--- config.mk ---
export PLATFORM = sky130hd
export DESIGN_NAME = cmd_engine
export DESIGN_NICKNAME = d
export VERILOG_FILES = /design/src/rtl/cmd_pkg.sv /design/src/rtl/proto_pkg.sv /design/src/rtl/unit_if.sv /design/src/rtl/arg_parser.sv /design/src/rtl/cmd_dispatch.sv /design/src/rtl/cmd_engine.sv /design/src/rtl/digital_out_unit.sv /design/src/rtl/rsp_encoder.sv /design/src/rtl/system_unit.sv
export SDC_FILE = /design/constraint.sdc
export NUM_CORES = 1
export LEC_CHECK = 0
export ABC_CLOCK_PERIOD_IN_PS = 7100
export BUFFER_PORTS_ARGS = -buffer_cell sky130_fd_sc_hd__buf_2
export CAP_MARGIN = 20
export CORE_MARGIN = 2
export CORE_UTILIZATION = 62
export CTS_CLUSTER_DIAMETER = 200
export DETAILED_ROUTE_END_ITERATION = 8
export GPL_TIMING_DRIVEN = 0
export PLACE_DENSITY = 0.87
export SYNTH_ARGS = -nofsm -noshare
export SYNTH_HDL_FRONTEND = slang
export SYNTH_SLANG_ARGS = --single-unit
--- constraint.sdc ---
create_clock -name clk -period 7.1 [get_ports clk]
set_input_delay 2.13 -clock clk [delete_from_list [all_inputs] [get_ports clk]]
set_output_delay 2.13 -clock clk [all_outputs]
set_load 0.02 [all_outputs]
--- src/rtl/cmd_pkg.sv ---
package cmd_pkg;

	typedef logic [4:0] cmd_id_t;
	typedef logic [0:0] unit_id_t;

	localparam unit_id_t unit_system = 1'b0;
	localparam unit_id_t unit_digital_out = 1'b1;

	localparam int max_args = 8;
	typedef logic [2:0] arg_idx_t;
	localparam int nparams_max = 4;
	typedef logic [1:0] param_idx_t;
	typedef logic [2:0] param_cnt_t;  // 0 up to nparams_max

	localparam cmd_id_t cmd_get_version = 5'd0;
	localparam cmd_id_t cmd_get_time = 5'd2;
	localparam cmd_id_t cmd_set_digital_out = 5'd15;
	localparam cmd_id_t cmd_shutdown = 5'd19;

	localparam logic [7:0] rsp_get_version = 8'd0;
	localparam logic [7:0] rsp_get_time = 8'd1;

	// { unit, nargs, has_response }
	typedef logic [4:0] cmd_entry_t;

	function automatic cmd_entry_t cmd_table(input cmd_id_t id);
		case (id)
			cmd_get_version: return {unit_system, arg_idx_t'(0), 1'b1};
			cmd_get_time: return {unit_system, arg_idx_t'(0), 1'b1};
			cmd_set_digital_out: return {unit_digital_out, arg_idx_t'(2), 1'b0};
			default: return {unit_system, arg_idx_t'(0), 1'b0};  // shutdown and unknown ids
		endcase
	endfunction

	localparam logic [31:0] fw_version = 32'h0123_4567;

	localparam int ngpio = 8;
	typedef logic [ngpio-1:0] gpio_t;

	typedef enum logic [2:0] {
		parse_idle, parse_arg_start, parse_arg_cont, parse_arg_end, parse_busy
	} parse_state_t;

	typedef enum logic [1:0] {enc_idle, enc_param, enc_skip, enc_send} enc_state_t;

endpackage

--- src/rtl/proto_pkg.sv ---
package proto_pkg;

	typedef logic [7:0] msg_byte_t;   // one byte of the host stream
	typedef logic [31:0] arg_t;       // signed on the wire
	typedef logic [7:0] rsp_len_t;

	// a 32 bit value needs at most five 7 bit groups
	localparam int vlq_max_bytes = 5;
	localparam int vlq_bits = vlq_max_bytes * 7;

endpackage

--- src/rtl/unit_if.sv ---
`timescale 1ns/1ps

interface unit_if import proto_pkg::*, cmd_pkg::*; ();

	cmd_id_t cmd;
	logic cmd_ready;     // one cycle, arg 0 already on arg_data
	arg_t arg_data;
	logic arg_advance;   // next arg shows up on arg_data a cycle later
	arg_t param_data;    // holds the response id in the cmd_done cycle
	logic param_write;
	logic cmd_done;

	modport dispatch (
		output cmd, cmd_ready, arg_data,
		input arg_advance, param_data, param_write, cmd_done
	);

	modport unit (
		input cmd, cmd_ready, arg_data,
		output arg_advance, param_data, param_write, cmd_done
	);

endinterface

--- src/rtl/arg_parser.sv ---
`timescale 1ns/1ps

module arg_parser import proto_pkg::*, cmd_pkg::*; (
	input logic clk,
	input logic arst_n,
	input msg_byte_t msg_data,
	input logic msg_ready,
	output logic msg_rd_en,
	output logic cmd_start,
	output cmd_id_t cmd,
	output unit_id_t unit,
	output logic has_response,
	input arg_idx_t arg_rd_idx,
	output arg_t arg_rd_data,
	input logic cmd_finish
);

	parse_state_t state;
	arg_t args [max_args];
	arg_t tmp_arg;
	arg_idx_t curr_arg;
	arg_idx_t nargs;
	cmd_entry_t entry;
	logic take;

	assign take = msg_ready && !msg_rd_en;  // at most every other cycle
	assign entry = cmd_table(msg_data[4:0]);
	assign arg_rd_data = args[arg_rd_idx];

	always_ff @(posedge clk or negedge arst_n) begin
		if (!arst_n) begin
			state <= parse_idle;
			msg_rd_en <= 1'b0;
			cmd_start <= 1'b0;
			cmd <= '0;
			unit <= unit_system;
			has_response <= 1'b0;
			curr_arg <= '0;
			nargs <= '0;
			tmp_arg <= '0;
		end else begin
			msg_rd_en <= 1'b0;
			cmd_start <= 1'b0;
			case (state)
				parse_idle: begin
					if (take) begin
						msg_rd_en <= 1'b1;
						cmd <= msg_data[4:0];
						{unit, nargs, has_response} <= entry;
						curr_arg <= '0;
						if (entry[3:1] == '0) begin
							cmd_start <= 1'b1;
							state <= parse_busy;
						end else begin
							state <= parse_arg_start;
						end
					end
				end
				parse_arg_start: begin
					if (take) begin
						msg_rd_en <= 1'b1;
						// 11 in bits 6:5 of the first byte means negative
						tmp_arg <= {{25{msg_data[6] & msg_data[5]}}, msg_data[6:0]};
						state <= msg_data[7] ? parse_arg_cont : parse_arg_end;
					end
				end
				parse_arg_cont: begin
					if (take) begin
						msg_rd_en <= 1'b1;
						tmp_arg <= {tmp_arg[24:0], msg_data[6:0]};
						if (!msg_data[7])
							state <= parse_arg_end;
					end
				end
				parse_arg_end: begin
					curr_arg <= curr_arg + 1'b1;
					if (curr_arg + 1'b1 == nargs) begin
						cmd_start <= 1'b1;
						state <= parse_busy;
					end else begin
						state <= parse_arg_start;
					end
				end
				parse_busy: begin
					if (cmd_finish)
						state <= parse_idle;
				end
				default: state <= parse_idle;
			endcase
		end
	end

	always_ff @(posedge clk) begin
		if (state == parse_arg_end)
			args[curr_arg] <= tmp_arg;
	end

endmodule

--- src/rtl/cmd_dispatch.sv ---
`timescale 1ns/1ps

module cmd_dispatch import proto_pkg::*, cmd_pkg::*; (
	input logic clk,
	input logic arst_n,
	input logic cmd_start,
	input cmd_id_t cmd,
	input unit_id_t unit,
	input logic has_response,
	output arg_idx_t arg_rd_idx,
	input arg_t arg_rd_data,
	output logic cmd_finish,
	unit_if.dispatch sys_bus,
	unit_if.dispatch dout_bus,
	output logic rsp_start,
	output msg_byte_t rsp_id,
	output param_cnt_t nparams,
	input param_idx_t param_rd_idx,
	output arg_t param_rd_data,
	input logic rsp_finish
);

	arg_t params [nparams_max];
	arg_idx_t arg_ptr;
	arg_t arg_data;
	logic cmd_ready;
	logic sel_dout;
	logic arg_advance;
	logic param_write;
	arg_t param_data;
	logic cmd_done;
	logic param_store;

	assign sel_dout = (unit == unit_digital_out);
	assign arg_rd_idx = arg_ptr;
	assign param_rd_data = params[param_rd_idx];

	assign sys_bus.cmd = cmd;
	assign sys_bus.arg_data = arg_data;
	assign sys_bus.cmd_ready = cmd_ready && !sel_dout;
	assign dout_bus.cmd = cmd;
	assign dout_bus.arg_data = arg_data;
	assign dout_bus.cmd_ready = cmd_ready && sel_dout;

	assign arg_advance = sel_dout ? dout_bus.arg_advance : sys_bus.arg_advance;
	assign param_write = sel_dout ? dout_bus.param_write : sys_bus.param_write;
	assign param_data = sel_dout ? dout_bus.param_data : sys_bus.param_data;
	assign cmd_done = sel_dout ? dout_bus.cmd_done : sys_bus.cmd_done;
	assign param_store = param_write && (nparams < nparams_max);  // extra params dropped

	always_ff @(posedge clk or negedge arst_n) begin
		if (!arst_n) begin
			cmd_ready <= 1'b0;
			rsp_start <= 1'b0;
			cmd_finish <= 1'b0;
			rsp_id <= '0;
			nparams <= '0;
			arg_ptr <= '0;
			arg_data <= '0;
		end else begin
			cmd_ready <= 1'b0;
			rsp_start <= 1'b0;
			cmd_finish <= 1'b0;
			if (cmd_start) begin
				arg_data <= arg_rd_data;  // pointer sits at 0 between commands
				arg_ptr <= arg_idx_t'(1);
				nparams <= '0;
				cmd_ready <= 1'b1;
			end
			if (arg_advance) begin
				arg_data <= arg_rd_data;
				arg_ptr <= arg_ptr + 1'b1;
			end
			if (param_store)
				nparams <= nparams + 1'b1;
			if (cmd_done) begin
				arg_ptr <= '0;
				if (has_response) begin
					rsp_start <= 1'b1;
					rsp_id <= param_data[7:0];
				end else begin
					cmd_finish <= 1'b1;
				end
			end
			if (rsp_finish)
				cmd_finish <= 1'b1;
		end
	end

	always_ff @(posedge clk) begin
		if (param_store)
			params[param_idx_t'(nparams)] <= param_data;
	end

endmodule

--- src/rtl/cmd_engine.sv ---
`timescale 1ns/1ps

module cmd_engine import proto_pkg::*, cmd_pkg::*; (
	input logic clk,
	input logic arst_n,
	input msg_byte_t msg_data,
	input logic msg_ready,
	input arg_t systime,
	output logic msg_rd_en,
	output msg_byte_t send_ring_data,
	output logic send_ring_wr_en,
	output rsp_len_t send_fifo_data,
	output logic send_fifo_wr_en,
	output gpio_t gpio
);

	logic cmd_start;
	cmd_id_t cmd;
	unit_id_t unit;
	logic has_response;
	arg_idx_t arg_rd_idx;
	arg_t arg_rd_data;
	logic cmd_finish;
	logic rsp_start;
	msg_byte_t rsp_id;
	param_cnt_t nparams;
	param_idx_t param_rd_idx;
	arg_t param_rd_data;
	logic rsp_finish;
	logic shutdown;

	unit_if sys_bus ();
	unit_if dout_bus ();

	arg_parser u_parser (
		.clk(clk), .arst_n(arst_n),
		.msg_data(msg_data), .msg_ready(msg_ready), .msg_rd_en(msg_rd_en),
		.cmd_start(cmd_start), .cmd(cmd), .unit(unit), .has_response(has_response),
		.arg_rd_idx(arg_rd_idx), .arg_rd_data(arg_rd_data), .cmd_finish(cmd_finish)
	);

	cmd_dispatch u_dispatch (
		.clk(clk), .arst_n(arst_n),
		.cmd_start(cmd_start), .cmd(cmd), .unit(unit), .has_response(has_response),
		.arg_rd_idx(arg_rd_idx), .arg_rd_data(arg_rd_data), .cmd_finish(cmd_finish),
		.sys_bus(sys_bus.dispatch), .dout_bus(dout_bus.dispatch),
		.rsp_start(rsp_start), .rsp_id(rsp_id), .nparams(nparams),
		.param_rd_idx(param_rd_idx), .param_rd_data(param_rd_data), .rsp_finish(rsp_finish)
	);

	rsp_encoder u_encoder (
		.clk(clk), .arst_n(arst_n),
		.rsp_start(rsp_start), .rsp_id(rsp_id), .nparams(nparams),
		.param_rd_idx(param_rd_idx), .param_rd_data(param_rd_data), .rsp_finish(rsp_finish),
		.send_ring_data(send_ring_data), .send_ring_wr_en(send_ring_wr_en),
		.send_fifo_data(send_fifo_data), .send_fifo_wr_en(send_fifo_wr_en)
	);

	system_unit u_system (
		.clk(clk), .arst_n(arst_n), .bus(sys_bus.unit),
		.systime(systime), .shutdown(shutdown)
	);

	digital_out_unit u_dout (
		.clk(clk), .arst_n(arst_n), .bus(dout_bus.unit),
		.shutdown(shutdown), .gpio(gpio)
	);

endmodule

--- src/rtl/digital_out_unit.sv ---
`timescale 1ns/1ps

module digital_out_unit import cmd_pkg::*; (
	input logic clk,
	input logic arst_n,
	unit_if.unit bus,
	input logic shutdown,
	output gpio_t gpio
);

	logic [$clog2(ngpio)-1:0] chan;
	logic adv_wait;
	logic val_wait;

	assign bus.arg_advance = adv_wait;
	assign bus.param_write = 1'b0;
	assign bus.param_data = '0;  // no responses from this unit

	always_ff @(posedge clk or negedge arst_n) begin
		if (!arst_n) begin
			gpio <= '0;
			chan <= '0;
			adv_wait <= 1'b0;
			val_wait <= 1'b0;
			bus.cmd_done <= 1'b0;
		end else begin
			bus.cmd_done <= 1'b0;
			adv_wait <= 1'b0;
			val_wait <= adv_wait;  // value on arg_data one cycle after the advance
			if (bus.cmd_ready) begin
				if (bus.cmd == cmd_set_digital_out) begin
					chan <= bus.arg_data[$clog2(ngpio)-1:0];
					adv_wait <= 1'b1;
				end else begin
					bus.cmd_done <= 1'b1;
				end
			end
			if (val_wait) begin
				if (!shutdown)
					gpio[chan] <= bus.arg_data[0];
				bus.cmd_done <= 1'b1;
			end
			if (shutdown)
				gpio <= '0;
		end
	end

endmodule

--- src/rtl/rsp_encoder.sv ---
`timescale 1ns/1ps

module rsp_encoder import proto_pkg::*, cmd_pkg::*; (
	input logic clk,
	input logic arst_n,
	input logic rsp_start,
	input msg_byte_t rsp_id,
	input param_cnt_t nparams,
	output param_idx_t param_rd_idx,
	input arg_t param_rd_data,
	output logic rsp_finish,
	output msg_byte_t send_ring_data,
	output logic send_ring_wr_en,
	output rsp_len_t send_fifo_data,
	output logic send_fifo_wr_en
);

	enc_state_t state;
	logic [vlq_bits-1:0] ext;
	logic [vlq_bits-1:0] rcv;
	logic [2:0] len;
	logic [2:0] cnt;
	param_idx_t curr_param;
	rsp_len_t rsp_len;
	logic last_param;

	// drop leading groups that only repeat the sign
	function automatic logic [2:0] vlq_len(input logic [vlq_bits-1:0] v);
		logic [vlq_bits-1:0] t;
		logic [2:0] n;
		logic stop;
		t = v;
		n = 3'(vlq_max_bytes);
		stop = 1'b0;
		for (int i = 1; i < vlq_max_bytes; i++) begin
			if (!stop && (t[vlq_bits-1 -: 9] == '1 || t[vlq_bits-1 -: 9] < 9'd3)) begin
				t = t << 7;
				n = n - 1'b1;
			end else begin
				stop = 1'b1;
			end
		end
		return n;
	endfunction

	assign ext = vlq_bits'(signed'(param_rd_data));  // sign extend to 5 groups
	assign len = vlq_len(ext);
	assign param_rd_idx = curr_param;
	assign last_param = ({1'b0, curr_param} + param_cnt_t'(1) == nparams);

	always_ff @(posedge clk or negedge arst_n) begin
		if (!arst_n) begin
			state <= enc_idle;
			send_ring_wr_en <= 1'b0;
			send_fifo_wr_en <= 1'b0;
			rsp_finish <= 1'b0;
			send_ring_data <= '0;
			send_fifo_data <= '0;
			rcv <= '0;
			cnt <= '0;
			curr_param <= '0;
			rsp_len <= '0;
		end else begin
			send_ring_wr_en <= 1'b0;
			send_fifo_wr_en <= 1'b0;
			rsp_finish <= 1'b0;
			case (state)
				enc_idle: begin
					if (rsp_start)
						state <= enc_param;
				end
				enc_param: begin
					send_ring_data <= rsp_id;  // id goes out raw
					send_ring_wr_en <= 1'b1;
					rsp_len <= rsp_len_t'(1);
					curr_param <= '0;
					if (nparams == '0) begin
						send_fifo_data <= rsp_len_t'(1);
						send_fifo_wr_en <= 1'b1;
						rsp_finish <= 1'b1;
						state <= enc_idle;
					end else begin
						state <= enc_skip;
					end
				end
				enc_skip: begin
					rcv <= ext << (7 * (vlq_max_bytes - len));
					cnt <= len;
					state <= enc_send;
				end
				enc_send: begin
					send_ring_data <= {cnt != 3'd1, rcv[vlq_bits-1 -: 7]};
					send_ring_wr_en <= 1'b1;
					rsp_len <= rsp_len + 1'b1;
					cnt <= cnt - 1'b1;
					rcv <= rcv << 7;
					if (cnt == 3'd1) begin
						if (last_param) begin
							send_fifo_data <= rsp_len + 1'b1;
							send_fifo_wr_en <= 1'b1;
							rsp_finish <= 1'b1;
							state <= enc_idle;
						end else begin
							curr_param <= curr_param + 1'b1;
							state <= enc_skip;
						end
					end
				end
				default: state <= enc_idle;
			endcase
		end
	end

endmodule

--- src/rtl/system_unit.sv ---
`timescale 1ns/1ps

module system_unit import proto_pkg::*, cmd_pkg::*; (
	input logic clk,
	input logic arst_n,
	unit_if.unit bus,
	input arg_t systime,
	output logic shutdown
);

	logic rsp_pending;
	msg_byte_t rsp_code;

	assign bus.arg_advance = 1'b0;  // none of these take arguments

	always_ff @(posedge clk or negedge arst_n) begin
		if (!arst_n) begin
			bus.param_data <= '0;
			bus.param_write <= 1'b0;
			bus.cmd_done <= 1'b0;
			rsp_pending <= 1'b0;
			rsp_code <= '0;
			shutdown <= 1'b0;
		end else begin
			bus.param_write <= 1'b0;
			bus.cmd_done <= 1'b0;
			if (rsp_pending) begin
				bus.param_data <= arg_t'(rsp_code);  // response id rides with cmd_done
				bus.cmd_done <= 1'b1;
				rsp_pending <= 1'b0;
			end else if (bus.cmd_ready) begin
				case (bus.cmd)
					cmd_get_version: begin
						bus.param_data <= fw_version;
						bus.param_write <= 1'b1;
						rsp_code <= rsp_get_version;
						rsp_pending <= 1'b1;
					end
					cmd_get_time: begin
						bus.param_data <= systime;
						bus.param_write <= 1'b1;
						rsp_code <= rsp_get_time;
						rsp_pending <= 1'b1;
					end
					cmd_shutdown: begin
						shutdown <= 1'b1;  // held until reset
						bus.cmd_done <= 1'b1;
					end
					default: bus.cmd_done <= 1'b1;
				endcase
			end
		end
	end

endmodule

### Yosys cells after proc, flatten, opt, wreduce, memory -nomap -nowiden

Memories as Yosys holds them, arrays and structs flattened.
Index checks and enable logic that the tools add are counted.

| word-level totals | value |
|---|---|
| register bits | 195 |
| bits in writable memories | 384 |
| input bits | 43 |
| output and inout port bits | 27 |
| logic and storage cells | 231 |
| memories | 2 |

| operators by class | value |
|---|---|
| $add $sub $neg | 11 |
| multiply operators | 1 |
| order comparisons | 7 |
| eq/ne operators | 30 |
| shift operators | 1 |
| muxes and demuxes | 93 |
| bitwise gates (word level) | 2 |
| reductions and logical operators | 49 |

Memory list:

| name | words | bits a word | read ports | clocked after memory_dff | wr ports | line | source |
|---|---|---|---|---|---|---|---|
| u_parser.args | 8 | 32 | 1 | 0 | 1 | arg_parser.sv:19 | `arg_t args [max_args];` |
| u_dispatch.params | 4 | 32 | 1 | 0 | 1 | cmd_dispatch.sv:23 | `arg_t params [nparams_max];` |

Operators with widths:

| operator | count |
|---|---|
| 2-to-1 mux 32 bit | 5 |
| one-hot mux 32 bit (2 select lines) | 2 |
| 2-to-1 mux 35 bit | 3 |
| one-hot mux 35 bit (2 select lines) | 1 |
| one-hot mux 8 bit (2 select lines) | 4 |
| 2-to-1 mux 3 bit | 18 |
| 2-to-1 mux 8 bit | 5 |
| 2-to-1 mux 1 bit | 39 |
| == test 9 bit, second input constant | 4 |
| < comparator 9 x 2 -> 1 bit, second input constant | 4 |
| << shifter 35 x 32 -> 35 bit | 1 |
| multiplier 3 x 32 -> 32 bit, first input constant | 1 |
| nonzero test 2 bit | 9 |
| one-hot mux 3 bit (5 select lines) | 1 |
| != test 2 x 1 -> 1 bit, second input constant | 7 |
| 2-to-1 mux 2 bit | 6 |
| one-hot mux 3 bit (2 select lines) | 2 |
| AND reduction 2 bit | 6 |
| AND reduction 3 bit | 4 |
| subtractor 3 x 1 -> 3 bit, second input constant | 4 |
| == test 5 x 2 -> 1 bit, second input constant | 2 |
| == test 5 x 4 -> 1 bit, second input constant | 2 |
| logical NOT 5 bit | 2 |
| one-hot mux 5 bit (2 select lines) | 1 |
| other kinds (34) | 61 |

### Depth between registers and ports, before layout

An unclocked memory read counts as a cell.

| logic depth | value |
|---|---|
| depth in word-level cells | 20 |
| mapped depth | 23 |
| gate-level depth less buffers | 17 |

### Hierarchy

Synthesis repeated with hierarchy kept, for this count alone.

| unflattened totals | value |
|---|---|
| cells, all modules | 1811 |
| area total of the unflattened synthesis | 27496.4 sq um |

Modules (own cells, without submodules):

| module | times used | cells an instance | area an instance (sq um) | seq. area each (sq um) |
|---|---|---|---|---|
| arg_parser | 1 | 577 | 12060.3 | 8863.5 |
| cmd_dispatch | 1 | 375 | 7504.7 | 5069.9 |
| rsp_encoder | 1 | 675 | 5609.1 | 1701.6 |
| system_unit | 1 | 103 | 1440.1 | 900.9 |
| digital_out_unit | 1 | 81 | 882.1 | 350.3 |

### Worst setup path after synthesis

Ideal clock, no wire load.

| timing | value |
|---|---|
| path type | register to register |
| from | register u_encoder.curr_param[0], in the netlist u_encoder.param_rd_idx[0] |
| to | register u_encoder.rcv[32] |
| setup time | 0.120 ns |
| data arrival time | 4.964 ns |
| data required time | 6.980 ns |
| slack | 2.016 ns |
| cell stages (with the launch flop) | 20 |
| path buffers | 4 |
| clock period less this slack | 5.084 ns |
| cells stage by stage | dfrtp_1 -> buf_6 -> mux4_2 -> a211o_1 -> o22ai_4 -> mux2_1 -> and3_1 -> or2_2 -> clkbuf_1 -> inv_1 -> o21ai_0 -> fa_1 -> nor2b_1 -> or3_1 -> clkbuf_1 -> and2_1 -> clkbuf_1 -> mux2i_1 -> mux4_2 -> a31o_1 |

| on the way | value |
|---|---|
| cells in the longest elaborated chain, start to end | 20 |
| elaborated cells between the ends (all ways) | 35 |
| classes of those cells | add/sub: 4; mul: 1; order compare: 4; eq/ne: 4; shift: 1; mux: 11; reduce/logical: 9; memory: 1 |

Ends and longest elaborated chain:

| what | line | source |
|---|---|---|
| from (decl) | rsp_encoder.sv:23 | `param_idx_t curr_param;` |
| from (signal assigned) | rsp_encoder.sv:104 | `curr_param <= curr_param + 1'b1;` |
| memory read (4 x 32 bit) * | n/a |  |
| < comparator 9 x 2 -> 1 bit or == test 9 bit (tied branches) | rsp_encoder.sv:36 | `if (!stop && (t[vlq_bits-1 -: 9] == '1 \|\| t[vlq_bits-1 -: 9] < 9'd3)) begin` |
| logical OR 1 bit | rsp_encoder.sv:36 |  |
| 2-to-1 mux 35 bit | rsp_encoder.sv:36 |  |
| < comparator 9 x 2 -> 1 bit or == test 9 bit (tied branches) | rsp_encoder.sv:36 |  |
| logical OR 1 bit | rsp_encoder.sv:36 |  |
| logical AND 1 bit | rsp_encoder.sv:36 |  |
| 2-to-1 mux 35 bit | rsp_encoder.sv:36 |  |
| (+4 left out) | n/a |  |
| < comparator 9 x 2 -> 1 bit or == test 9 bit (tied branches) | rsp_encoder.sv:36 |  |
| logical OR 1 bit | rsp_encoder.sv:36 |  |
| logical AND 1 bit | rsp_encoder.sv:36 |  |
| 2-to-1 mux 3 bit | rsp_encoder.sv:36 |  |
| subtractor 3 x 3 -> 4 bit | rsp_encoder.sv:87 | `rcv <= ext << (7 * (vlq_max_bytes - len));` |
| multiplier 3 x 32 -> 32 bit | rsp_encoder.sv:87 |  |
| << shifter 35 x 32 -> 35 bit * | rsp_encoder.sv:87 |  |
| one-hot mux 35 bit (2 select lines) * | rsp_encoder.sv:67 | `case (state)` |
| to (signal assigned) | rsp_encoder.sv:87 |  |
| to (signal assigned) | rsp_encoder.sv:96 | `rcv <= rcv << 7;` |
| to (decl) | rsp_encoder.sv:20 | `logic [vlq_bits-1:0] rcv;` |

Mark *: on every way between the ends. The rest lies on a longest branch, timed or not.
A chain may end at the register's enable or synchronous reset.

### Worst setup path in the final report

| timing | value |
|---|---|
| from | register u_encoder.curr_param[1], in the netlist u_encoder.param_rd_idx[1] |
| to | register u_encoder.rcv[32] |

Same word-level chain as after synthesis.

==> impl_results.md <==
* Pins Over Slew Limit at 0
* Clk_skew at 0.01104 ns
* Prevailing post-synth register cell: dfrtp_1
* Sw Share at 0.3841
* Clk sinks at 308
* GP Congestion at 0.9914
* Vias per cell at 6.631
* PD cells at 398.6 nW/um2
* Area growth from synthesis to layout at 12.07%
* Clk slew on worst S/H paths at 0.06 ns
* Tcrit/Tclk final at 0.9484
* Fin nets at 1388
* Post-synth ARST share at 0.5065
* # IOs at 70
* Multi-input logic area at 5986 um2
* Synthesized area per cell at 12.17 um2
* Vias in the first global route at 10920
* Number of remaining DRC errors at 0
* Total Wirelength at 39500 um
* Combinational share of power at 0.389
* Critical path class: flop to flop
* Routed via count at 11100
* First-pass GRT wire length at 62720 um
* Initial antenna violation count at 0
* Post-CTS Resized at 0
* Fmax at 148.5 MHz
* Synth Register Bits at 308
* YS warnings at 0
* Worst Setup End Kind: flop
* DR top layer: met4
* Die width at 159.3 um
* # Post-CTS Setup Buffers at 0
* RSZ-0062 raised after global routing: false
* Slew @ Worst Pin at 1.054 ns
* HPWL after DPL at 27820 um
* Setup_tns at 0 ns
* Core ar. at 23540 um2
* CTS Root Buffer Type: clkbuf_16
* Register area share after synthesis at 0.5665
* Die area at 25370 um2
* Worst-Skew Late Latency at 0.58 ns
* EDFF count, synth at 152
* Post-Syn Nets at 1286
* Routed wire length per instance at 23.60 um
* Commonest non-fill, non-tap cells in the layout: dfrtp_1 (156), edfxtp_1 (152), nand2_1 (131), buf_2 (77), nor2_1 (73)
* Share of cells above drive strength 1 at 0.1646
* Final Core Density at 0.7116
* Port Buffers at 67
* Drt first pass iters at 7
* Final setup fails at 0
* Syn Inst Count at 1228
* Period minus WS final at 6.734 ns
* Distinct cell type count after synthesis at 76
* Post-route ant nets at 0
* Post-synthesis cell area at 14950 um2
* WP data required at 7.56 ns
* Largest net degree at the start of global routing at 90
* Commonest non-fill, non-tap cell in the layout: dfrtp_1
* FF+latch area at 8468 um2
* Max_cap viols at 0
* Starting DRT DRC Count at 1523
* GRT Residual Overflow at 0
* Power Internal at 0.004113 W
* Bufs on Longest Clock Path at 3
* Clock power share at 0.240
* Worst hold margin at 0.4004 ns
* Hold Fails Final Rpt at 0
* Leakage power at 6.790 nW
* Hold_buf cts at 0
* CTS HTree Levels at 1
* Slew HR at 0.2911
* GRT Util Overall at 0.3152
* CTS tree: yes
* M1 wire length at 15890 um
* Worst Hold Class: flop to flop
* Fill cells at 1604
* Part of the power in registers at 0.371
* Outcome: complete, no violations
* Starting Density at 0.6350
* Ant diodes at 0
* Critical path launch point type: flop
* Site Rows at 56
* Final instance count without filler cells at 1674
* DP Cell Count at 1616
* CTS buffer count at 31
* Worst EP arrival at 7.19 ns
* Wire length on met3 at 3708 um
* Peak supply drop at 0.0002644 V
* Die Y at 159.3 um
* Crit-path max FO at 10
* Switching power at 0.002565 W
* DR WL met2 at 18190 um
==> registers in the layout (all words and copies together) (netlist names), 2 cells and up <==
| name | count |
|---|---|
| u_encoder.state | 2 |
| u_dispatch.dout_bus.arg_data | 3 |
| u_dispatch.arg_rd_idx | 3 |
| u_encoder.param_rd_idx | 2 |
| u_dout.chan | 3 |
| u_parser.curr_arg | 3 |
| u_parser.cmd | 5 |
| u_parser.tmp_arg | 3 |
| u_parser.state | 3 |
| u_dispatch.rsp_id | 8 |
| u_encoder.rsp_len | 8 |
| u_dispatch.nparams | 3 |
| u_system.bus.param_data | 32 |
| u_encoder.cnt | 3 |
| u_dispatch.params | 128 |
| u_encoder.send_fifo_data | 8 |
| u_encoder.rcv | 35 |
| u_parser.args | 24 |
| u_encoder.send_ring_data | 8 |
| u_dout.gpio | 8 |
==> power groups by stage <==
| stage | Combinational [W] | Sequential (W) | Clock, W |
|---|---|---|---|
| 4_1_cts | 0.00255 | 0.00247 | 0.00161 |
| 6_report | 0.00260 | 0.00248 | 0.00160 |
| 3_5_place_dp | 0.00253 | 0.00250 | 0 |
| 2_1_floorplan | 0.00177 | 0.00246 | 0 |
| 5_1_grt | 0.00281 | 0.00251 | 0.00168 |
| 3_3_place_gp | 0.00248 | 0.00248 | 0 |
==> cell type report <==
cell class              count  share of cell area
clock inverters            13            0.006199
repair buffers             69             0.02323
flip-flops and latches    308              0.5055
well taps                 319             0.02382
inverters                  40            0.008962
plain buffers              79             0.02128
clock buffers              45             0.05377
multi-input cells         801              0.3573
==> final timing paths <==
check / end / start / slack [ns] / cells after the start
setup / recovery: u_encoder.rcv[32]$_DFFE_PN0P_ / u_encoder.param_rd_idx[1]$_DFFE_PN0P_ / 0.37 / 21
hold / removal: u_dout.val_wait$_DFF_PN0_ / u_dout.bus.arg_advance$_DFF_PN0_ / 0.40 / 0
setup reg to reg: u_encoder.rcv[32]$_DFFE_PN0P_ / u_encoder.param_rd_idx[1]$_DFFE_PN0P_ / 0.37 / 21
hold reg to reg: u_dout.val_wait$_DFF_PN0_ / u_dout.bus.arg_advance$_DFF_PN0_ / 0.40 / 0
max in group asynchronous: u_system.bus.param_data[25]$_DFFE_PN0P_ / arst_n / 4.69 / 2
min in group asynchronous: u_encoder.send_fifo_data[3]$_DFFE_PN0P_ / arst_n / 1.55 / 1
==> synth_stat cells, drive strengths merged (9+ instances only) <==
cell	number	area share
a211oi	15	0.0075
mux2	24	0.018
nand2	131	0.033
edfxtp	152	0.31
o31ai	17	0.0085
nor2	75	0.019
a22o	27	0.016
nand4	9	0.0038
ha	14	0.012
nand3	24	0.0080
o22ai	9	0.0047
a31oi	10	0.0052
mux4	52	0.079
a21oi	47	0.016
clkbuf	57	0.014
and3	9	0.0038
a22oi	25	0.013
inv	38	0.0095
nor2b	39	0.016
nor4	9	0.0048
o211ai	16	0.0080
o21ai	73	0.025
mux2i	46	0.032
and2	9	0.0038
buf	22	0.0095
nor3	24	0.0084
dfrtp	156	0.26
==> cell families (layout without fill, tap and decap cells) <==
logic type,after synthesis,in the layout,synth area share
DFF,308,308,0.5665
buffers and inverters,119,246,0.03390
AOI/OAI and AO/OA,292,292,0.1341
muxes,122,122,0.1286
xor gates and xnor gates,12,12,0.007030
adders and majority gates,15,15,0.01306
and+or+nand+nor,360,360,0.1169
==> stage by stage <==
| stage | total power [W] | cell area [um2] | worst slack [ns] |
|---|---|---|---|
| 2_1_floorplan | 0.004226 | 14950 | 2.016 |
| 3_3_place_gp | 0.004969 | 15680 | 0.5674 |
| 3_5_place_dp | 0.005034 | 15750 | 0.5594 |
| 4_1_cts | 0.006635 | 16750 | 0.5176 |
| 5_1_grt | 0.006998 | 16750 | 0.06825 |
| 6_report | 0.006678 | 16750 | 0.3664 |
==> per-layer routing <==
layer,vias up,track usage
li1,4858,-
met1,5490,0.4495
met2,641,0.4911
met3,112,0.05288
met4,0,0.1273
met5,-,0
==> worst max-delay path, stage by stage (launching register included) <==
cell and delay (ns):
dfrtp_1 0.35, buf_4 0.25, clkbuf_1 0.56, mux4_2 0.50
nor3_2 0.17, a31oi_1 0.15, nor4_4 0.39, and3_1 0.23
or2_2 0.10, clkbuf_1 0.35, nand3_1 0.21, nand2_1 0.23
inv_1 0.09, ha_1 0.29, clkbuf_1 0.20, clkinv_1 0.24
clkbuf_1 0.57, o21ai_0 0.19, o22ai_1 0.59, mux2i_1 0.19
mux4_2 0.51, a31o_1 0.22
(Power assumes the default switching activity.)
